## config.mk

```make
export PLATFORM = sky130hd
export DESIGN_NAME = cache_ctrl
export DESIGN_NICKNAME = d
export VERILOG_FILES = /design/src/hw/cache_pkg.sv /design/src/hw/cache_ctrl.sv
export SDC_FILE = /design/constraint.sdc
export NUM_CORES = 1
export LEC_CHECK = 0
export BUFFER_PORTS_ARGS = -buffer_cell sky130_fd_sc_hd__buf_2
export CAP_MARGIN = 20
export CORE_AREA = 4 4 41 43
export DETAILED_ROUTE_END_ITERATION = 7
export DIE_AREA = 0 0 45 47
export GPL_TIMING_DRIVEN = 0
export PLACE_DENSITY = 0.41
export SYNTH_ARGS = -nofsm -noshare
export SYNTH_HDL_FRONTEND = slang
export SYNTH_SLANG_ARGS = --single-unit
```

## constraint.sdc

```tcl
create_clock -name CLK -period 1.5 [get_ports CLK]
set_input_delay 0.3 -clock CLK [delete_from_list [all_inputs] [get_ports CLK]]
set_output_delay 0.3 -clock CLK [all_outputs]
set_load 0.01 [all_outputs]
```

## src/hw/cache_pkg.sv

```systemverilog
package cache_pkg;

    // word address split as {tag, index, offset}
    parameter int ADDR_W   = 12;
    parameter int DATA_W   = 32;
    parameter int OFFSET_W = 2;
    parameter int INDEX_W  = 4;
    parameter int TAG_W    = ADDR_W - INDEX_W - OFFSET_W;

    parameter int LINE_WORDS = 2 ** OFFSET_W;       // words per line
    parameter int NUM_LINES  = 2 ** INDEX_W;

    typedef logic [ADDR_W-1:0]   addr_t;
    typedef logic [DATA_W-1:0]   data_t;
    typedef logic [TAG_W-1:0]    tag_t;
    typedef logic [INDEX_W-1:0]  index_t;
    typedef logic [OFFSET_W-1:0] offset_t;

    // controller phases
    typedef enum logic [1:0] {
        st_check,
        st_fill_dirty,
        st_load_write_mem,
        st_write_cache
    } ctrl_state_t;

endpackage

```

## src/hw/cache_ctrl.sv

```systemverilog
`timescale 1ns/1ps

module cache_ctrl
    import cache_pkg::*;
(
    input  logic CLK,
    input  logic RST,
    input  logic cpu_req,
    input  logic hit,
    input  logic victim_dirty,
    input  logic buf_full,
    input  logic buf_dirty,
    input  logic mem_tick,
    output logic cpu_ready,
    output logic buf_clr,
    output logic buf_next,
    output logic buf_from_mem,
    output logic buf_load,
    output logic mem_we,
    output logic fill_we
);

    ctrl_state_t state_q;
    ctrl_state_t state_d;

    always_ff @(posedge CLK) begin
        if (RST) begin
            state_q <= st_check;
        end else begin
            state_q <= state_d;
        end
    end

    always_comb begin
        state_d      = state_q;
        cpu_ready    = 1'b0;
        buf_clr      = 1'b0;
        buf_next     = 1'b0;
        buf_from_mem = 1'b0;
        buf_load     = 1'b0;
        mem_we       = 1'b0;
        fill_we      = 1'b0;

        case (state_q)
            st_check: begin
                if (cpu_req && hit) begin
                    cpu_ready = 1'b1;                 // served this cycle
                end else if (cpu_req) begin
                    buf_clr = 1'b1;
                    if (victim_dirty) begin
                        state_d = st_fill_dirty;      // victim must go back first
                    end else begin
                        state_d = st_load_write_mem;
                    end
                end
            end

            st_fill_dirty: begin
                // copy victim line out of the data array
                buf_load = mem_tick;
                buf_next = mem_tick;
                if (buf_full) begin
                    state_d = st_load_write_mem;
                end
            end

            st_load_write_mem: begin
                buf_from_mem = 1'b1;
                buf_load     = mem_tick;
                buf_next     = mem_tick;
                mem_we       = buf_dirty & mem_tick;  // old word out, new word in
                if (buf_full) begin
                    state_d = st_write_cache;
                end
            end

            st_write_cache: begin
                fill_we  = 1'b1;
                buf_next = 1'b1;
                if (buf_full) begin
                    state_d = st_check;               // request retried as a hit
                end
            end

            default: begin
                state_d = st_check;
            end
        endcase
    end

endmodule

```

* Word-level counts from Yosys, hierarchy flattened
Index checks and enable logic that the tools add are counted.
Word-level totals: register bits after elaboration 2, memories kept 0, bits in writable memories 0, bits in latches 0, input port bits 8, logic and storage cells 31, bits in read-only memories 0, output and inout port bits 7
Cells by class: div/mod/pow operators 0, bitwise gates (word level) 1, $mul 0, add/sub/neg operators 0, eq/ne operators 8, multiplexer cells 17, magnitude comparators 0, shift operators 0, reduce and logical (&&, ||, !) cells 4
Operators by type and width (count):
- two-way mux 2 bit | 6
- inequality test 2 bit, second input constant | 5
- two-way mux 1 bit | 9
- one-hot mux 2 bit (4 select lines) | 1
- AND reduction 5 bit | 1
- equality test 2 bit, second input constant | 2
- equality test 2 x 1 -> 1 bit, second input constant | 1
- zero test 2 bit | 1
- one-hot mux 1 bit (2 select lines) | 1
- OR reduction 2 bit | 1
- bitwise AND 1 bit | 1
- logical AND 1 bit | 1

* Depth between registers and ports, before layout
word-level depth 4, depth in mapped cells 5, depth with buffers taken out 5

* Worst setup path before layout
No wires, ideal clock.
kind reg2out, start reg state_q[1], end out buf_next, buffers on the path 0, setup slack 0.109 ns, cell stages (with the launch flop) 6, arrival 1.091 ns, required time 1.200 ns, cell sequence dfxtp_1 > inv_1 > ha_1 > and2_1 > nor2_1 > nor2_1
Between the ends: word-level cells in the longest chain between the ends 3, elaborated cells between the ends (all ways) 5, classes of those cells 3 x eq/ne; 1 x mux; 1 x reduce/logical
RTL lines:
- start, declared | line cache_ctrl.sv:23 | ctrl_state_t state_q;
- start signal, assigned | line cache_ctrl.sv:28 | state_q <= st_check;
- start signal, assigned | line cache_ctrl.sv:30 | state_q <= state_d;
- equality test 2 bit / equality test 2 x 1 -> 1 bit (equally long branches) | line cache_ctrl.sv:44 | case (state_q)
- OR reduction 2 bit (no line)
- one-hot mux 1 bit (2 select lines) * | line cache_ctrl.sv:44
- end, declared | line cache_ctrl.sv:16 | output logic buf_next,
Mark *: on every way between the ends. The rest lies on a longest branch, timed or not.

* Final worst setup path
start reg state_q[0], end out buf_next
Same word-level chain as after synthesis.

==> flow_metrics.tcl <==
set metrics [dict create \
    io_pins 15 \
    io_buffers 14 \
    finalNonFillerCells 61 \
    htreeDepth 1 \
    rrSetupSlack_ns 0.09 \
    antennaDiodeCount 0 \
    critical_path.max_stage_delay_ns 0.34 \
    crit_path_end_kind "primary output" \
    syn-instance-count 27 \
    post-route-drc-count 0 \
    post-route-period-util_pct 102 \
    avgSynthCellArea_sq_um 8.80 \
    ant_nets 0 \
    clk_path_buf_depth 2 \
    grt_pass1_vias 253 \
    grt_antenna_before_repair 0 \
    insertion_delay_ns 0.22 \
    setup_viol_count_final 2 \
    top_regs "state_q (2)" \
    drtIter0Drc 2 \
    skew_ns 0.000978 \
    grt_max_degree 5 \
    die_w_um 45 \
    chipHeight_um 47 \
    synth_top_area_share_pct 26.3 \
    syn_to_final_growth_pct 61.6 \
    worstPathCellList "inv_4, ha_4, and2_4, nor2_1, nor2_1, buf_2" \
    final_cell_mix "14 x buf_2, 6 x nor2_1, 4 x ha_1" \
    ctsHoldBuffers 0 \
    synthesis.nets 40 \
    cp_slowest_cell "dfxtp_2" \
    core_sq_um 1300 \
    yosysTopAreaCell "ha_1" \
    placed_cells 56 \
    ys_seq_area_share_pct 16.8 \
    critPathArrivalTime_ns 1.24 \
    worstSetupPathType "flop to primary output" \
    nets 61 \
    slew_violations 0 \
    root_buffer "clkbuf_4" \
    fin_crit_ns 1.54 \
    yosys_warnings 0 \
    hp-class "input pin to flop" \
    wirelength_um 595 \
    slew_headroom_pct 87.0 \
    powerDensity_nw_per_um2 1820 \
    synth_cell_type_count 14 \
    status "complete, but fails checks" \
    synth.cell_area_sq_um 238 \
    grt_pass1_wl_um 959 \
    cts_inserted_buffers 3 \
    setup_slack_ns -0.0351 \
    worstSetupStartpointType "flop" \
    dr.pass1.iters 2 \
    cap_viol_max_count 0 \
    rsz0062_at_grt "yes" \
    dp_hpwl_um 499 \
    hold_violations 0 \
    clkTransAtPathRegs_ns 0.03 \
    via_per_inst 4.07 \
    leakage_nw 0.214 \
    die_area_sq_um 2120 \
    cp_max_fo 4 \
    finalSetupTns_ns -0.0530 \
    clkSinkCount 2 \
    initial_core_util_pct 18.3 \
    synth_area_leaders "ha_1 26%, dfxtp_1 17%, nor2_1 9.5%, mux2i_1 8.4%, mux2_4 6.3%" \
    wl_per_cell_um 9.75 \
    cts_tree "built" \
    largest_reg_flops 2 \
    track_usage_pct 6.16 \
    ir_drop_uv 534 \
    grt-ovfl-total 0 \
    ys_ff_latch 2 \
    cp_common_cell "nor2_1" \
    rows 13 \
    violations "negative setup slack" \
    worstPathRequired_ns 1.20 \
    drive_above_1_share_pct 63.0 \
    vias 248 \
    tightest_slew_ns 0.193 \
    layout_commonest_cell "buf_2" \
    finalPower_w 0.000700 \
    largest-register "state_q" \
    fmax_mhz 651 \
    gp_congestion 0.668 \
]
layout make-up:
class | count | area, sq um
Inverter | 2 | 10.0
Sequential cell | 2 | 42.5
Tap cell | 15 | 18.8
Fill cell | 143 | 917
Multi-Input combinational cell | 23 | 205
Clock buffer | 3 | 22.5
Timing Repair Buffer | 16 | 85.1
through the flow:
step | hold WS, ns | util, % | worst slack [ns] | instance area, sq um
finish | 0.381 | 29.5 | -0.0351 | 384
global route | 0.404 | 29.5 | -0.115 | 384
CTS | 0.377 | 29.3 | -0.0477 | 382
detailed placement | 0.525 | 25.1 | 0.0194 | 327
global placement | 0.524 | 25.1 | 0.0154 | 327
floorplan | 0.475 | - | 0.109 | 238
metal layers:
layer  routed length (um)  GRT usage [%]  vias to the layer above
met5                    0              0                        -
met4                    0          0.585                        0
met3                   23           3.83                        0
met2                  324           11.9                        5
met1                  247           5.67                      113
li1                     -              -                      130
worst paths after layout:
kind                             end  cells after the start               startpoint
max                         buf_next                      6  state_q[0]$_SDFFE_PP0P_
min          state_q[1]$_SDFFE_PP0P_                      3             victim_dirty
max reg2reg  state_q[0]$_SDFFE_PP0P_                      5  state_q[1]$_SDFFE_PP0P_
min reg2reg  state_q[1]$_SDFFE_PP0P_                      3  state_q[1]$_SDFFE_PP0P_
Yosys cell counts (all sizes together):
cell,number
nor2,6
and2,1
inv,2
nand2b,2
mux2,1
nor3,1
and3,2
o2bb2ai,1
a211o,1
mux2i,2
nand2,1
ha,5
dfxtp,2
critical path: cells and delay by family, from the launching register on:
| family | cells | cell delay [ns] |
|---|---|---|
| buffers and inverters | 2 | 0.18 |
| AND/OR/NAND/NOR | 3 | 0.23 |
| flip-flops | 1 | 0.34 |
| adder cells (fa/ha/maj) | 1 | 0.26 |
report_power, final:
| group | switching, W | total (W) | internal, W |
|---|---|---|---|
| Sequential | 0.0000196 | 0.000100 | 0.0000808 |
| Clock | 0.0000288 | 0.000117 | 0.0000881 |
| Combinational | 0.000228 | 0.000483 | 0.000255 |
cell families (layout without fill, tap and decap cells):
kind of cell | after synthesis | after routing | synth area share, %
simple gates | 13 | 13 | 28.9
fa+ha+maj | 5 | 5 | 26.3
mux | 3 | 3 | 14.7
compound gates | 2 | 2 | 10.0
flops | 2 | 2 | 16.8
buf+inv | 2 | 21 | 3.16
repair_timing:
action | 4_1_cts | 5_1_grt
resized for setup | 6 | 1
setup buffers | 2 | 0
pin swaps | 1 | 0
setup endpoints to repair | 4 | 2
Note: power is estimated with default switching activity, not from simulation.
