### config.mk
export PLATFORM = sky130hd
export DESIGN_NAME = line_buffer
export DESIGN_NICKNAME = d
export VERILOG_FILES = /design/src/hw/cache_pkg.sv /design/src/hw/line_buffer.sv
export SDC_FILE = /design/constraint.sdc
export NUM_CORES = 1
export LEC_CHECK = 0
export BUFFER_PORTS_ARGS = -buffer_cell sky130_fd_sc_hd__buf_2
export CAP_MARGIN = 20
export CORE_ASPECT_RATIO = 0.7
export CORE_MARGIN = 2
export CORE_UTILIZATION = 60
export CTS_BUF_LIST = sky130_fd_sc_hd__clkbuf_4 sky130_fd_sc_hd__clkbuf_8
export DETAILED_ROUTE_END_ITERATION = 8
export GPL_ROUTABILITY_DRIVEN = 0
export GPL_TIMING_DRIVEN = 0
export PLACE_DENSITY = 0.87
export SETUP_SLACK_MARGIN = 0.4
export SLEW_MARGIN = 10
export SYNTH_ARGS = -nofsm -noshare
export SYNTH_HDL_FRONTEND = slang
export SYNTH_SLANG_ARGS = --single-unit
### constraint.sdc
create_clock -name CLK -period 4.53 [get_ports CLK]
set_clock_uncertainty 0.2 [all_clocks]
set_input_delay 0.2265 -clock CLK [delete_from_list [all_inputs] [get_ports CLK]]
set_output_delay 0.2265 -clock CLK [all_outputs]
set_load 0.05 [all_outputs]
### src/hw/cache_pkg.sv
package cache_pkg;

    // word address split as {tag, index, offset}
    parameter int ADDR_W   = 12;
    parameter int DATA_W   = 32;
    parameter int OFFSET_W = 2;
    parameter int INDEX_W  = 4;
    parameter int TAG_W    = ADDR_W - INDEX_W - OFFSET_W;

    parameter int LINE_WORDS = 2 ** OFFSET_W;       // words per line
    parameter int NUM_LINES  = 2 ** INDEX_W;

    typedef logic [ADDR_W-1:0]   addr_t;
    typedef logic [DATA_W-1:0]   data_t;
    typedef logic [TAG_W-1:0]    tag_t;
    typedef logic [INDEX_W-1:0]  index_t;
    typedef logic [OFFSET_W-1:0] offset_t;

    // controller phases
    typedef enum logic [1:0] {
        st_check,
        st_fill_dirty,
        st_load_write_mem,
        st_write_cache
    } ctrl_state_t;

endpackage

### src/hw/line_buffer.sv
`timescale 1ns/1ps

module line_buffer
    import cache_pkg::*;
(
    input  logic    CLK,
    input  logic    RST,
    input  logic    buf_clr,
    input  logic    buf_next,
    input  logic    buf_load,
    input  logic    buf_from_mem,
    input  data_t   cache_word,
    input  data_t   mem_word,
    output offset_t word_sel,
    output data_t   buf_word,
    output logic    buf_full,
    output logic    buf_dirty
);

    data_t   buf_q [LINE_WORDS];
    offset_t cnt_q;
    logic    dirty_q;
    data_t   load_word;

    assign word_sel  = cnt_q;
    assign buf_word  = buf_q[cnt_q];
    assign buf_dirty = dirty_q;
    assign load_word = buf_from_mem ? mem_word : cache_word;

    // high while the last word moves
    assign buf_full = buf_next & (cnt_q == offset_t'(LINE_WORDS - 1));

    always_ff @(posedge CLK) begin
        if (RST) begin
            cnt_q   <= '0;
            dirty_q <= 1'b0;
        end else if (buf_clr) begin
            cnt_q   <= '0;
            dirty_q <= 1'b0;
        end else begin
            if (buf_next) begin
                cnt_q <= cnt_q + 1'b1;                // wraps to word 0
            end
            if (buf_load && !buf_from_mem) begin
                dirty_q <= 1'b1;                      // holds a victim line
            end
        end
    end

    always_ff @(posedge CLK) begin
        if (buf_load) begin
            buf_q[cnt_q] <= load_word;
        end
    end

endmodule

---- After elaboration in Yosys (flattened, before gate mapping) ----
Memory sizes are Yosys's and may differ from the RTL's. A register that Yosys moved wholly into a read port is not among the register bits.
Cells that the tools add are included.
word-level totals
  register bits after elaboration ......... 3
  bits in writable memories ............... 128
  input port bits ......................... 70
  word-level logic and storage cells ...... 14
  memories ................................ 1
memories
  memory  words  width  read ports  clocked after Yosys merged registers in  wr ports  RTL line           source
  buf_q   4      32     1           1                                        1         line_buffer.sv:20  data_t buf_q [LINE_WORDS];
operators by class
  add/sub/neg operators ................... 1
  equality and inequality tests ........... 1
  muxes and demuxes ....................... 5
  bitwise gates (word level) .............. 1
  reductions and logical operators ........ 3
operators with widths
  cell                 count
  $mux 32              1
  $mux 2               2
  $add 2x1->2 const B  1
  $eq 2x2->1 const B   1
  $mux 1               2
  $reduce_or 2->1      1
  $and 1x1->1          1
  $logic_and 1x1->1    1
  $logic_not 1->1      1

---- Longest topological paths before layout ----
  depth after elaboration ................. 3
  depth in mapped cells ................... 4
  gate-level depth less buffers ........... 4

---- Worst setup path after synthesis ----
OpenSTA, ideal clock, no wires.
  kind .................................... flip-flop to flip-flop
  from .................................... reg cnt_q[0], in the netlist word_sel[0]
  to ...................................... mem buf_q[3][0] (netlist name), enable pin
  arrival time ............................ 1733 ps
  data required time ...................... 3938 ps
  path slack .............................. 2205 ps
  cell stages (with the launch flop) ...... 3
  path buffers ............................ 0
  cells stage by stage .................... dfxtp_1 ha_1 and2_1
RTL lines
  element                 RTL line           source
  start, declared         line_buffer.sv:21  offset_t cnt_q;
  start signal, assigned  line_buffer.sv:42  cnt_q <= cnt_q + 1'b1;
  end, declared           line_buffer.sv:20
No word-level cell before the write port.

==> flow_results.xml <==
<?xml version="1.0" encoding="UTF-8"?>
<metrics>
  <group name="floorplanning">
    <metric name="design.core.area" unit="µm²">8513</metric>
    <metric name="top_level_ports" unit="">106</metric>
    <metric name="die_width" unit="µm">116.1</metric>
    <metric name="floorplan.die.height" unit="µm">82.48</metric>
    <metric name="floorplan.initialDensity" unit="%">62.01</metric>
    <metric name="fp-row-count" unit="">28</metric>
    <metric name="fp.dieArea" unit="µm²">9576</metric>
  </group>
  <group name="finish">
    <metric name="final_area" unit="µm²">7019</metric>
    <metric name="diodes" unit="">0</metric>
    <metric name="layout-area-overhead-vs-synth" unit="%">32.97</metric>
    <metric name="final_nets" unit="">495</metric>
    <metric name="layoutNonFillerInstCount" unit="">551</metric>
    <metric name="fillers" unit="">429</metric>
    <metric name="layout_common_cells" unit="">128 x edfxtp_1, 111 x buf_2, 69 x dlygate4sd3_1</metric>
    <metric name="final_common_cell" unit="">edfxtp_1</metric>
    <metric name="drive_above_1_share" unit="%">48.26</metric>
  </group>
  <group name="power_and_ir_drop">
    <metric name="leakagePower" unit="nW">2.541</metric>
    <metric name="power_switching" unit="W">0.0006034</metric>
    <metric name="comb_power_share" unit="%">14.0</metric>
    <metric name="power_density" unit="nW/µm²">369.7</metric>
    <metric name="power_switching_share" unit="%">23.26</metric>
    <metric name="p_seq_share" unit="%">54.1</metric>
    <metric name="power.internal" unit="W">0.001991</metric>
    <metric name="worst_ir_drop_vdd" unit="V">0.0002718</metric>
    <metric name="power.clock.fraction" unit="%">31.9</metric>
  </group>
  <group name="critical_path">
    <metric name="critical_path_required" unit="ps">4100</metric>
    <metric name="timing.critical_path.to_type" unit="">output pin</metric>
    <metric name="setup.worst_path.start_class" unit="">flip-flop</metric>
    <metric name="cp_max_fo" unit="">10</metric>
    <metric name="path_class" unit="">flip-flop to output pin</metric>
    <metric name="arrival" unit="ps">1840</metric>
  </group>
  <group name="flow_run">
    <metric name="cap_viol_max_count" unit="">0</metric>
  </group>
  <group name="detailed_routing">
    <metric name="wire_per_inst" unit="µm">18.34</metric>
    <metric name="detail_route.iter0.violations" unit="">261</metric>
    <metric name="routed_via_density" unit="">5.260</metric>
    <metric name="first_pass_iters" unit="">4</metric>
    <metric name="final_routed_wirelength" unit="mm">10.10</metric>
    <metric name="post-route-drc-count" unit="">0</metric>
    <metric name="detailroute.via_count" unit="">2898</metric>
    <metric name="antenna_violating_nets_post_route" unit="">0</metric>
  </group>
  <group name="worst_hold_path">
    <metric name="holdCritPathClass" unit="">input port to flip-flop</metric>
  </group>
  <group name="global_route">
    <metric name="grt_start_max_net_pins" unit="">33</metric>
    <metric name="grt_pass1_wl" unit="mm">15.04</metric>
    <metric name="grt.overflow.total" unit="">0</metric>
    <metric name="groute.usage.overall" unit="%">22.76</metric>
    <metric name="grt_antenna_before_repair" unit="">0</metric>
    <metric name="grt_pass1_vias" unit="">3024</metric>
  </group>
  <group name="placement">
    <metric name="post-dp-hpwl" unit="mm">5.808</metric>
    <metric name="io_buffers" unit="">104</metric>
    <metric name="dpl_worst_slack" unit="ps">2621</metric>
    <metric name="post_dp_cell_area" unit="µm²">6002</metric>
    <metric name="dpl.cell_count" unit="">453</metric>
  </group>
  <group name="clock_network">
    <metric name="cts_max_path_buffers" unit="">2</metric>
    <metric name="cts.root.buffer_cell" unit="">clkbuf_8</metric>
    <metric name="cts.repair_timing.setup_buffer_count" unit="">0</metric>
    <metric name="numCtsBuffers" unit="">17</metric>
    <metric name="clock_tree.htree_level_count" unit="">4</metric>
    <metric name="cts.sinks" unit="">133</metric>
    <metric name="cts_tree" unit="">built</metric>
    <metric name="worstSkewPairLatency" unit="ps">420</metric>
    <metric name="clock_pin_slew_worst_setup_and_hold_paths" unit="ps">60</metric>
  </group>
  <group name="timing">
    <metric name="hold-worst-slack" unit="ps">42.21</metric>
    <metric name="tightest_slew" unit="ps">866.7</metric>
    <metric name="timing_max_transition_violations_final" unit="">0</metric>
    <metric name="setup_tns" unit="ps">0</metric>
    <metric name="timing.final.hold_violations" unit="">0</metric>
    <metric name="worst_slew_slack_as_a_fraction_of_its_limit" unit="%">42.22</metric>
    <metric name="setup_violations" unit="">0</metric>
    <metric name="fin_ws" unit="ps">2262</metric>
    <metric name="maxClockFrequency" unit="GHz">0.4410</metric>
    <metric name="grt_setup_unrepaired" unit="">false</metric>
    <metric name="min_period" unit="ps">2268</metric>
    <metric name="share_of_the_clock_period_used_by_the_worst_path" unit="%">50.06</metric>
  </group>
  <group name="synthesis">
    <metric name="postSynthNetCount" unit="">301</metric>
    <metric name="netlist_instances" unit="">227</metric>
    <metric name="cell_area_after_synthesis" unit="µm²">5279</metric>
    <metric name="postSynthAreaPerCell" unit="µm²">23.25</metric>
    <metric name="synth_edf_count" unit="">128</metric>
    <metric name="ys_warn_count" unit="">0</metric>
    <metric name="synth_ff_type" unit="">edfxtp_1</metric>
    <metric name="synth-async-reset-ratio" unit="%">0</metric>
    <metric name="synth_cell_types" unit="">17</metric>
    <metric name="sequential_to_total_area_share_from_yosys_stat" unit="%">74.71</metric>
    <metric name="synth-seq-cells" unit="">133</metric>
  </group>
  <group name="status">
    <metric name="outcome" unit="">finished clean</metric>
  </group>
</metrics>
-- critical path, stage by stage (launching register included) --
cell,delay (ps)
dfxtp_1,330
buf_6,150
buf_12,160
mux4_2,550
buf_2,240
-- synthesized netlist by cell type, types with 2 or more instances --
cell      instances  area [µm²]
buf_12            3       60.06
buf_2             7       35.03
inv_1             2       7.510
edfxtp_1        128        3844
nor3_1            3       15.01
and2_1            5       31.28
mux4_1            2       52.55
mux4_2           30       675.7
mux2_2           32       360.4
dfxtp_1           5       100.1
ha_1              4       50.05
-- final timing paths --
kind | end | start | depth (start not counted) | slack [ps]
hold reg to reg | buf_dirty | buf_dirty | 1 | 300
hold / removal | word_sel[1] | buf_next | 3 | 40
setup reg to reg | buf_q[2][17] | word_sel[1] | 2 | 2630
setup / recovery | buf_word[21] | flip-flop | 4 | 2260
-- kinds of logic (layout without fill, tap and decap cells) --
kind of cell	Yosys count	after routing	share of synthesized area, %
AOI/OAI and AO/OA	1	1	0.1423
xor gates and xnor gates	1	1	0.1659
adders and majority gates	4	4	0.9481
buffers and inverters	13	217	2.157
DFF	133	133	74.71
muxes	65	65	20.81
and+or+nand+nor	10	10	1.067
-- registers in the layout, summed over array words and instances (netlist names), named ones only --
signal / flops
buf_q: 128
buf_dirty: 1
word_sel: 2
-- power groups by stage --
stage          registers, W  logic (W)  clock network (W)
3_5_place_dp        0.00143   0.000304                  0
6_report            0.00140   0.000363           0.000829
3_3_place_gp        0.00143   0.000292                  0
5_1_grt             0.00141   0.000382           0.000898
4_1_cts             0.00140   0.000360           0.000846
2_1_floorplan       0.00143   0.000214                  0
-- layer usage --
metal,track usage [%],wire length [µm],vias up,share of wire [%]
met5,0,0,-,0
met4,8.333,99,0,0.98
met3,6.861,488,10,4.8
met2,39.01,5363,110,53
met1,28.12,4152,1446,41
li1,-,-,1332,-
-- what timing repair did --
action / 4_1_cts / 5_1_grt
gates resized for setup: 0 / 0
hold endpoints to repair: 133 / 0
hold buffers: 69 / 0
-- layout make-up --
type | instances | area (µm²) | area share [%]
clock inverter | 8 | 62.56 | 0.8913
timing repair buffer | 175 | 1259 | 17.93
multi-input combinational | 81 | 1226 | 17.47
inverter | 2 | 7.507 | 0.1070
clock buffer | 21 | 264.0 | 3.761
tap | 120 | 150.1 | 2.139
sequential | 133 | 3944 | 56.19
buffer | 11 | 106.4 | 1.515
-- metrics by stage --
step,util (%),power (W)
3_3_place_gp,69.89,0.001720
4_1_cts,82.45,0.002609
3_5_place_dp,70.50,0.001734
6_report,82.45,0.002595
5_1_grt,82.45,0.002686
2_1_floorplan,-,0.001644
Note: power is estimated with default switching activity, not from simulation.
