`config.mk`:
```
export PLATFORM = sky130hd
export DESIGN_NAME = cache_tags
export DESIGN_NICKNAME = d
export VERILOG_FILES = /design/src/hw/cache_pkg.sv /design/src/hw/cache_tags.sv
export SDC_FILE = /design/constraint.sdc
export NUM_CORES = 1
export LEC_CHECK = 0
export BUFFER_PORTS_ARGS = -buffer_cell sky130_fd_sc_hd__buf_2
export CAP_MARGIN = 20
export CORE_AREA = 2 2 142 75
export DETAILED_ROUTE_END_ITERATION = 8
export DIE_AREA = 0 0 144 77
export PLACE_DENSITY_LB_ADDON = 0.2
export SYNTH_ARGS = -nofsm -noshare
export SYNTH_HDL_FRONTEND = slang
export SYNTH_SLANG_ARGS = --single-unit
```
`constraint.sdc`:
```
create_clock -name CLK -period 1.98 [get_ports CLK]
set_input_delay 0 -clock CLK [delete_from_list [all_inputs] [get_ports CLK]]
set_output_delay 0 -clock CLK [all_outputs]
set_load 0.05 [all_outputs]
```
`src/hw/cache_pkg.sv`:
```
package cache_pkg;

    // word address split as {tag, index, offset}
    parameter int ADDR_W   = 12;
    parameter int DATA_W   = 32;
    parameter int OFFSET_W = 2;
    parameter int INDEX_W  = 4;
    parameter int TAG_W    = ADDR_W - INDEX_W - OFFSET_W;

    parameter int LINE_WORDS = 2 ** OFFSET_W;       // words per line
    parameter int NUM_LINES  = 2 ** INDEX_W;

    typedef logic [ADDR_W-1:0]   addr_t;
    typedef logic [DATA_W-1:0]   data_t;
    typedef logic [TAG_W-1:0]    tag_t;
    typedef logic [INDEX_W-1:0]  index_t;
    typedef logic [OFFSET_W-1:0] offset_t;

    // controller phases
    typedef enum logic [1:0] {
        st_check,
        st_fill_dirty,
        st_load_write_mem,
        st_write_cache
    } ctrl_state_t;

endpackage

```
`src/hw/cache_tags.sv`:
```
`timescale 1ns/1ps

module cache_tags
    import cache_pkg::*;
(
    input  logic  CLK,
    input  logic  RST,
    input  logic  cpu_req,
    input  logic  cpu_we,
    input  logic  cpu_ready,
    input  logic  fill_we,
    input  logic  buf_full,
    input  addr_t cpu_addr,
    output logic  hit,
    output logic  victim_dirty,
    output tag_t  victim_tag
);

    logic [NUM_LINES-1:0] valid_q;
    logic [NUM_LINES-1:0] dirty_q;
    tag_t                 tag_q [NUM_LINES];

    tag_t   req_tag;
    index_t req_index;
    logic   fill_done;

    assign req_tag   = cpu_addr[ADDR_W-1 -: TAG_W];
    assign req_index = cpu_addr[OFFSET_W +: INDEX_W];
    assign fill_done = fill_we & buf_full;          // last word of refill

    assign hit          = cpu_req & valid_q[req_index] & (tag_q[req_index] == req_tag);
    assign victim_dirty = valid_q[req_index] & dirty_q[req_index];
    assign victim_tag   = tag_q[req_index];

    always_ff @(posedge CLK) begin
        if (RST) begin
            valid_q <= '0;
            dirty_q <= '0;
        end else begin
            if (fill_done) begin
                valid_q[req_index] <= 1'b1;
                dirty_q[req_index] <= 1'b0;           // fresh copy of memory
            end else if (cpu_ready && cpu_we) begin
                dirty_q[req_index] <= 1'b1;
            end
        end
    end

    always_ff @(posedge CLK) begin
        if (fill_done) begin
            tag_q[req_index] <= req_tag;
        end
    end

endmodule

```
# Word-level counts from Yosys, hierarchy flattened
# Memories as Yosys holds them, arrays and structs flattened.
# Index checks and enable logic that the tools add are counted.
dict set report word_totals {
  ff_bits 32
  ram_bits 96
  inputBits 19
  elab_cells 27
  mem_count 1
}
# name depth width rd rd_clocked_by_memory_dff wr line_no
set memory_table {}
lappend memory_table {tag_q 16 6 1 0 1 cache_tags.sv:21} ;# tag_t tag_q [NUM_LINES];
dict set report op_classes {
  order_cmp 2
  eq_ne 1
  muxes 10
  bitwise 8
  n_reduce_logical 3
}
# operator count
set op_table {}
lappend op_table {{2-to-1 mux 16 bit} 2}
lappend op_table {{OR 16 bit} 2}
lappend op_table {{bitwise AND 16 bit} 1}
lappend op_table {{inverter 16 bit} 1}
lappend op_table {{binary-select mux 1 bit (select 4 bit)} 2}
lappend op_table {{equality test 6 bit} 1}
lappend op_table {{< comparator 4 x 5 -> 1 bit, second input constant} 1}
lappend op_table {{2-to-1 mux 1 bit} 5}
lappend op_table {{bitwise AND 1 bit} 4}
lappend op_table {{demux 1 bit (select 4 bit)} 1}
lappend op_table {{greater-or-equal comparator 4 x 1 -> 1 bit, second input constant} 1}
lappend op_table {{logical AND 1 bit} 2}
lappend op_table {{nonzero test 2 bit} 1}

# Depth between registers and ports, before layout
# Gate-level depths: netlist of run 1.
dict set report depth {
  depth_word 7
  ltp_mapped 8
  ltp_nobuf 6
}

# Least setup slack after synthesis of run 1
# Ideal clock, no wire load.
dict set report synth_path {
  path_kind {input -> output}
  start {input cpu_addr[2]}
  end {output hit}
  arrival_time_ns 2.837
  slack_ns -0.857
  path_stages 8
  path_buffers 2
  cell_sequence {buf_6 buf_6 mux4_2 mux2i_1 mux2i_1 xnor2_1 nand3_1 nor4b_2}
}
# element line_no
set synth_lines {}
lappend synth_lines {{start: declaration} cache_tags.sv:13} ;# input addr_t cpu_addr,
lappend synth_lines {{memory (16 x 6 bit)} --}
lappend synth_lines {{via victim_tag[4]} cache_tags.sv:16} ;# output tag_t victim_tag
lappend synth_lines {{equality test 6 bit} cache_tags.sv:31} ;# assign hit = cpu_req & valid_q[req_index] & (tag_q[req_index] == req_tag);
lappend synth_lines {{bitwise AND 1 bit} cache_tags.sv:31}
lappend synth_lines {{end: declaration} cache_tags.sv:14} ;# output logic hit,
# The timed path passes the listed nets, and every way through them passes these cells. The select of a mux whose other input is x is not followed.

# Final worst setup path of run 1
dict set report layout_path {
  start {memory tag_q[13][3] (netlist name)}
  end {output hit}
}
dict set report layout_between {
  elab_chain_cells 3
}
# element line_no
set layout_lines {}
lappend layout_lines {{start: declaration} cache_tags.sv:21}
lappend layout_lines {{memory (16 x 6 bit)} --}
lappend layout_lines {{equality test 6 bit} cache_tags.sv:31}
lappend layout_lines {{bitwise AND 1 bit} cache_tags.sv:31}
# No other way between the ends.

==> impl_metrics.ini, run 1 <==
[cells_and_area]
multiInputGateArea_mm2 = 0.001778
insertedDiodeCount = 0
post-route-util_pct = 67.52
nets = 438
syn_to_final_growth_pct = 26.22
fillers = 671
regArea_mm2 = 0.003523
drive_gt1_share_pct = 34.26

[worst_hold_path]
hold_class = in -> reg
worstHoldStart = cpu_addr[10]

[clock_tree]
insertion_delay_ps = 410
cts.htree.levels = 4
clk_pin_slew_ps = 50
clkSinkCount = 128
cts_tree = yes
clockBufferDepth = 2
cts_root_buffer = clkbuf_16
cts_buffers = 17

[place]
place_congestion = 0.8815
hpwl_mm = 8.167
place_ws_ps = -200.2
port_buffers = 24

[timing]
hold_ws_ps = 18.40
fmax_ghz = 0.4103
rsz0062_at_grt = true
worst_pin_slew_ps = 606.4
fin_ws_ps = -457.4
setup_viol_count_final = 2
fin_tns_setup_ps = -459.4
period_minus_slack_ps = 2437
post-route-period-util_pct = 123.1
slew_violations = 0
hold_viol_final = 0
max_slew_margin_pct = 59.26
fin_skew_ps = 0

[grt]
grt_pass1_vias = 3298
grt_start_max_net_pins = 33
grt_use_total_pct = 24.86
antenna_found_initial = 0
overflow = 0
grt_pass1_wl_mm = 19.35

[worst_setup_path]
worstSetupPathType = reg -> out
cp.depth = 7
crit_buf_inv = 1
startpoint = tag_q[13][3]$_DFFE_PP_
critPathCapture = hit
rr_worst_depth = 2
critPathRequiredTime_ps = 1980
path_cells = mux4_2 > mux2i_4 > xnor2_1 > a2111oi_2 > a41o_1 > nor4b_4 > buf_6
critPathArrivalTime_ps = 2440
cpPeakStageDelay_ps = 510
worst_setup_path_start_kind = register
cp_max_fo = 2
critPathCaptureType = primary output
crit_family = multiplexers
reg2reg_slack_ps = 1270
cpMaxStageDelayCell = mux4_2

[synth]
syn_area_mm2 = 0.005273
syn_avg_cell_area_um2 = 15.42
yosys_warnings = 0
ys_types = 40
yosysTopAreaCell = edfxtp_1
syn-num-nets = 361
async_flop_share_pct = 0
ys_seq_area_share_pct = 66.82
ys_ff_latch = 128
synth_top_cells_by_area = edfxtp_1, dfxtp_1, mux4_2
syn-instance-count = 342
synth_top_flop_cell = edfxtp_1
synth_top_area_share_pct = 54.67
synth_edf_count = 96

[route]
wl_mm = 12.44
drt_iter0_drc = 335
drc_errors = 0
detail-route-antenna-nets = 0
post_drt_via_cell_ratio = 5.748
wl_per_cell_um = 21.75
via_count = 3288
drt_first_pass_iters = 5

[floorplan]
fp.coreArea_mm2 = 0.009857
io_pins = 27
die_height_um = 77
die_area_mm2 = 0.01109
rows = 26
initial_utilization_pct = 53.49
die_x_um = 144

[status]
status = finished, violations left
violations = negative setup slack

[power_and_ir_drop]
p_leak_nw = 2.340
finalPower_mw = 6.638
vdd_drop_max_mv = 0.6464
power_density_mw_per_mm2 = 997.5

[flow_run]
drv_cap = 0
==> synthesized netlist by cell type, types with 3 or more instances <==
cell type,count
edfxtp_1,96
nor2_1,52
dfxtp_1,32
mux4_2,28
nor3_1,21
a21oi_1,17
mux2i_1,16
nand2_1,12
clkbuf_1,8
a31oi_1,5
xnor2_1,5
nor2b_1,4
a22oi_1,3
buf_2,3
mux2_1,3
o211ai_1,3
==> layout by cell type, fill, tap and decap left out, types with 5 or more instances in the layout <==
master / n
buf_2: 17
clkbuf_16: 17
nor3_1: 21
buf_4: 50
a21oi_1: 16
a31oi_1: 5
edfxtp_1: 96
clkinv_1: 5
mux2i_4: 5
mux4_2: 29
nor2_1: 51
nand2_1: 12
dfxtp_1: 32
mux2i_1: 12
==> worst min path at each step <==
stage                              to  slack (ps)  cells after the start
2_1_floorplan                register          80                      1
3_3_place_gp   tag_q[12][1]$_DFFE_PP_         400                      1
3_5_place_dp   tag_q[12][1]$_DFFE_PP_         400                      1
4_1_cts        tag_q[15][4]$_DFFE_PP_          10                      1
5_1_grt        tag_q[14][4]$_DFFE_PP_          20                      1
6_report       tag_q[12][4]$_DFFE_PP_          20                      1
==> metrics by stage <==
stage / cells / instance area [µm²]
final: 572 / 6655
after global routing: 572 / 6655
after CTS: 572 / 6601
after detailed placement: 539 / 5927
after global placement: 539 / 5927
after floorplan: 342 / 5329
==> power breakdown <==
| part | switching [mW] | internal [mW] |
|---|---|---|
| Combinational | 0.313 | 0.230 |
| Clock | 1.10 | 2.07 |
| Sequential | 0.00989 | 2.91 |
==> area by class of cell <==
cell class,instances,share of cell area [%]
Clock buffer,18,6.449
Tap cell,140,2.632
Sequential cell,128,52.94
Timing Repair Buffer,75,8.573
Multi-Input combinational cell,195,26.72
Inverter,2,0.1128
Clock inverter,14,2.576
==> routing by layer <==
| metal | up-vias | track usage [%] | wire [µm] |
|---|---|---|---|
| met5 | - | 0 | 0 |
| met4 | 0 | 8.333 | 164 |
| met3 | 15 | 6.933 | 1082 |
| met2 | 138 | 34.52 | 5527 |
| met1 | 1653 | 37.87 | 5668 |
| li1 | 1482 | - | - |
==> repair_timing <==
action / in CTS / in global routing
buffers inserted: 1 / 1
setup endpoints to repair: 3 / 7
endpoints found under the hold margin: 8 / 0
pin swaps: 3 / 3
gates resized for setup: 13 / 19
hold buffers: 1 / 0
==> logic make-up (layout without fill, tap and decap cells) <==
| logic type | after synthesis | in the layout | synth area share [%] |
|---|---|---|---|
| muxes | 52 | 52 | 17.25 |
| and+or+nand+nor | 99 | 99 | 8.472 |
| AOI/OAI and AO/OA | 37 | 37 | 4.438 |
| xor gates and xnor gates | 7 | 7 | 1.163 |
| DFF | 128 | 128 | 66.82 |
| buffers and inverters | 19 | 109 | 1.851 |
Power figures use the tool's default switching activity.
==> inputs of run 2 (changes only) <==
--- a/config.mk
+++ b/config.mk
@@ -7,10 +7,10 @@
 export LEC_CHECK = 0
 export BUFFER_PORTS_ARGS = -buffer_cell sky130_fd_sc_hd__buf_2
 export CAP_MARGIN = 20
-export CORE_AREA = 2 2 142 75
+export CORE_AREA = 8 8 148 81
 export DETAILED_ROUTE_END_ITERATION = 8
-export DIE_AREA = 0 0 144 77
-export PLACE_DENSITY_LB_ADDON = 0.2
+export DIE_AREA = 0 0 156 89
+export PLACE_DENSITY = 0.71
 export SYNTH_ARGS = -nofsm -noshare
 export SYNTH_HDL_FRONTEND = slang
 export SYNTH_SLANG_ARGS = --single-unit
==> constraint.sdc (replaced) <==
create_clock -name CLK -period 2.3 [get_ports CLK]
set_input_delay 0 -clock CLK [delete_from_list [all_inputs] [get_ports CLK]]
set_output_delay 0 -clock CLK [all_outputs]
set_load 0.05 [all_outputs]
==> impl_metrics.ini, run 2 (same netlist as run 1, synthesis figures left out) <==
[timing]
worst_pin_slew_ps = 694.4
period_minus_slack_ps = 2499
max_slew_margin_pct = 53.61
fin_ws_ps = -199.2
post-route-period-util_pct = 108.7
rsz0062_at_grt = true
fin_skew_ps = 0
fin_tns_setup_ps = -199.2
hold_viol_final = 0
slew_violations = 0
setup_viol_count_final = 1
fmax_ghz = 0.4001

[worst_hold_path]
hold_class = in -> reg

[worst_setup_path]
critPathCaptureType = primary output
cp_max_fo = 3
cpPeakStageDelay_ps = 510
cpMaxStageDelayCell = mux4_2
crit_buf_inv = 1
worst_setup_path_start_kind = register
crit_family = multiplexers
path_cells = mux4_2 > mux2i_4 > o21ai_1 > a221oi_2 > a21oi_1 > nor4b_4 > buf_6
worstSetupPathType = reg -> out
critPathRequiredTime_ps = 2300
critPathArrivalTime_ps = 2500

[power_and_ir_drop]
pwr-share-clk_pct = 49.2
power_density_mw_per_mm2 = 889.7
power.switching_mw = 1.209
finalPower_mw = 5.798
combPwrFrac_pct = 7.4
p_leak_nw = 2.286
power.internal_mw = 4.589
p_sw_share_pct = 20.85
seqPwrFrac_pct = 43.4
vdd_drop_max_mv = 0.6134

[floorplan]
fp.coreArea_mm2 = 0.009857
initial_utilization_pct = 53.49
die_area_mm2 = 0.01388
rows = 26
die_x_um = 156
io_pins = 27
die_height_um = 89

[place]
hpwl_mm = 8.203
port_buffers = 24
place_congestion = 0.8158

[clock_tree]
clkSinkCount = 128
clockBufferDepth = 2
cts_root_buffer = clkbuf_16
cts_buffers = 17
cts_tree = yes
insertion_delay_ps = 400
cts.htree.levels = 4
clk_pin_slew_ps = 50

[route]
drt_first_pass_iters = 6
via_count = 3339
post_drt_via_cell_ratio = 5.952
wl_per_cell_um = 22.34
drt_iter0_drc = 307
wl_mm = 12.54
drc_errors = 0
detail-route-antenna-nets = 0

[cells_and_area]
nets = 427
insertedDiodeCount = 0
final_cell_mix = edfxtp_1, nor2_1, buf_4, dfxtp_1, mux4_2
drive_gt1_share_pct = 31.83
mostFrequentLayoutCell = edfxtp_1
multiInputGateArea_mm2 = 0.001728
fillers = 718
syn_to_final_growth_pct = 23.59
regArea_mm2 = 0.003523

[flow_run]
drv_cap = 0

[grt]
grt_use_total_pct = 19.01
overflow = 0
grt_pass1_wl_mm = 19.02
grt_start_max_net_pins = 33
grt_pass1_vias = 3334
antenna_found_initial = 0

[status]
status = finished, violations left
violations = negative setup slack
[run 2: cell types whose count changed in the layout (fill, tap and decap cells not counted), moves of 2 or more]
cell	change
clkinv_1	-4
buf_2	+6
mux2i_1	+3
buf_4	-13
clkbuf_1	+3
mux2i_4	-3
a21oi_2	+2
buf_6	-3
[run 2: cell type report]
type / count / area share, %
well taps: 140 / 2.688
clock inverters: 11 / 2.880
repair buffers: 64 / 6.970
multi-input cells: 195 / 26.52
inverters: 2 / 0.1152
flip-flops and latches: 128 / 54.07
clock buffers: 21 / 6.759
[run 2: power groups by stage]
stage / combinational [mW] / clock, mW / sequential [mW]
6_report: 0.429 / 2.85 / 2.52
5_1_grt: 0.456 / 2.99 / 2.52
4_1_cts: 0.407 / 2.88 / 2.52
3_5_place_dp: 0.397 / 0 / 2.56
3_3_place_gp: 0.387 / 0 / 2.56
2_1_floorplan: 0.252 / 0 / 2.56
[run 2: worst paths after layout]
| check | slack, ps | endpoint | cells after the start | startpoint |
|---|---|---|---|---|
| worst max-delay path | -200 | hit | 7 | tag_q[11][2]$_DFFE_PP_ |
| worst min-delay path | 20 | tag_q[12][5]$_DFFE_PP_ | 1 | cpu_addr[11] |
| worst max register to register | 1610 | register | 2 | register |
| worst min register to register | 470 | valid_q[6]$_SDFFE_PP0P_ | 2 | valid_q[6]$_SDFFE_PP0P_ |
[run 2: what timing repair did]
item                                   CTS  global route
setup buffers                            1             1
gates resized for setup                  5             7
pin swaps                                1             5
endpoints found under the hold margin    8             0
setup endpoints to repair                1             1
hold buffers                             1             0
[run 2: metrics by stage]
step | worst slack, ps | utilization [%] | cell area, µm² | hold slack [ps] | cells
after floorplan | 22.43 | - | 5289 | 79.31 | 342
after global placement | 54.87 | 58.81 | 5797 | 398.0 | 526
after detailed placement | 17.96 | 58.81 | 5797 | 400.5 | 526
after CTS | -245.9 | 65.47 | 6454 | 3.102 | 560
after global routing | -274.0 | 66.11 | 6516 | 23.30 | 561
final | -199.2 | 66.11 | 6516 | 20.66 | 561
[run 2: layer usage]
layer,track usage [%],vias up,wire length [µm]
li1,-,1474,-
met1,26.68,1707,5781
met2,27.15,136,5578
met3,6.368,22,997
met4,6.643,0,178
met5,0,-,0
==> inputs of run 3 (changes only) <==
==> constraint.sdc (replaced) <==
create_clock -name CLK -period 3.23 [get_ports CLK]
set_input_delay 0 -clock CLK [delete_from_list [all_inputs] [get_ports CLK]]
set_output_delay 0 -clock CLK [all_outputs]
set_load 0.05 [all_outputs]
==> impl_metrics.ini, run 3 (same netlist as run 1, synthesis figures left out) <==
[route]
post_drt_via_cell_ratio = 6.008
detail-route-antenna-nets = 0
via_count = 3202
drt_first_pass_iters = 5
drt_iter0_drc = 331
wl_mm = 11.70
wl_per_cell_um = 21.95
drc_errors = 0

[floorplan]
io_pins = 27
initial_utilization_pct = 53.49
rows = 26
die_height_um = 89
die_area_mm2 = 0.01388
die_x_um = 156
fp.coreArea_mm2 = 0.009857

[cells_and_area]
drive_gt1_share_pct = 25.19
post-route-util_pct = 62.87
design_area_mm2 = 0.006197
stdcell_count = 533
insertedDiodeCount = 0
final_cell_mix = edfxtp_1, nor2_1, dfxtp_1, mux4_2, buf_2
syn_to_final_growth_pct = 17.54
mostFrequentLayoutCell = edfxtp_1
nets = 399

[place]
place_inst = 501
place_congestion = 0.7700
placed_area_mm2 = 0.005580
hpwl_mm = 7.452
port_buffers = 24

[timing]
period_minus_slack_ps = 2766
setup_viol_count_final = 0
fmax_ghz = 0.3616
worst_pin_slew_ps = 862.6
post-route-period-util_pct = 85.63
max_slew_margin_pct = 42.28
rsz0062_at_grt = false
hold_viol_final = 0
slew_violations = 0
fin_skew_ps = 0
fin_tns_setup_ps = 0

[clock_tree]
insertion_delay_ps = 400
cts_resized = 0
clockBufferDepth = 2
clk_pin_slew_ps = 60
cts_tree = yes
cts_root_buffer = clkbuf_16
ctsHoldBuffers = 0
cts_setup_buffers = 0
cts.htree.levels = 4
clkSinkCount = 128
cts_buffers = 17

[grt]
grt_pass1_wl_mm = 17.42
grt_start_max_net_pins = 33
antenna_found_initial = 0
grt_pass1_vias = 3034
overflow = 0
grt_use_total_pct = 17.70

[worst_setup_path]
critPathCaptureType = primary output
critPathArrivalTime_ps = 2770
worst_setup_path_start_kind = register
worstSetupPathType = reg -> out
critPathRequiredTime_ps = 3230
cp_max_fo = 2

[worst_hold_path]
hold_class = in -> reg

[flow_run]
drv_cap = 0

[status]
status = finished clean

[power_and_ir_drop]
power_density_mw_per_mm2 = 649.5
p_leak_nw = 2.118
vdd_drop_max_mv = 0.5435
==> run 3: cell types whose count changed in the layout (fill, tap and decap cells not counted), moves of 2 or more <==
| cell | change |
|---|---|
| xnor2_2 | -2 |
| clkinv_1 | +2 |
| a21oi_1 | +2 |
| clkbuf_1 | -4 |
| inv_6 | +2 |
| a21oi_2 | -2 |
| xnor2_1 | +2 |
| buf_4 | -26 |
==> run 3: cell type report <==
class,count,area [µm²]
inverters,2,7.507
clock inverters,15,191.4
fillers,739,3660
well taps,140,175.2
clock buffers,17,425.4
flip-flops and latches,128,3523
multi-input cells,195,1652
repair buffers,36,222.7
==> run 3: critical path, cell delays in order, from the launching register on <==
cell and delay (ps):
edfxtp_1 360, mux4_1 540, xnor2_1 150, a32oi_1 130, a2111oi_1 490, a41o_1 130
nor4b_2 230, buf_2 320
==> run 3: metal layers <==
metal / track usage [%] / part of all wire (%) / up-vias
met3: 5.596 / 8.6 / 18
li1: - / - / 1421
met1: 24.02 / 44 / 1601
met4: 6.993 / 1.3 / 0
met2: 26.21 / 46 / 162
met5: 0 / 0 / -
==> run 3: worst paths after layout <==
path	startpoint	end	slack, ps	cells past startpoint
worst max-delay path	tag_q[12][1]$_DFFE_PP_	hit	460	7
worst min-delay path	cpu_addr[10]	tag_q[15][4]$_DFFE_PP_	20	1
worst max register to register	register	register	2540	2
worst min register to register	valid_q[3]$_SDFFE_PP0P_	valid_q[3]$_SDFFE_PP0P_	470	2
==> run 3: power by group <==
group          leakage (nW)  internal, mW  total [mW]  switching [mW]
registers              1.12          1.79        1.79         0.00640
logic                 0.699        0.0904       0.258           0.168
clock network         0.296          1.29        1.97           0.689
==> run 3: through the flow <==
stage,hold WS [ps],power [mW],worst slack [ps]
global placement,406.5,2.075,653.3
global route,16.19,4.128,269.6
finish,15.28,4.025,464.3
detailed placement,433.7,2.083,573.5
floorplan,79.31,2.001,393.4
CTS,0.6323,4.042,454.6
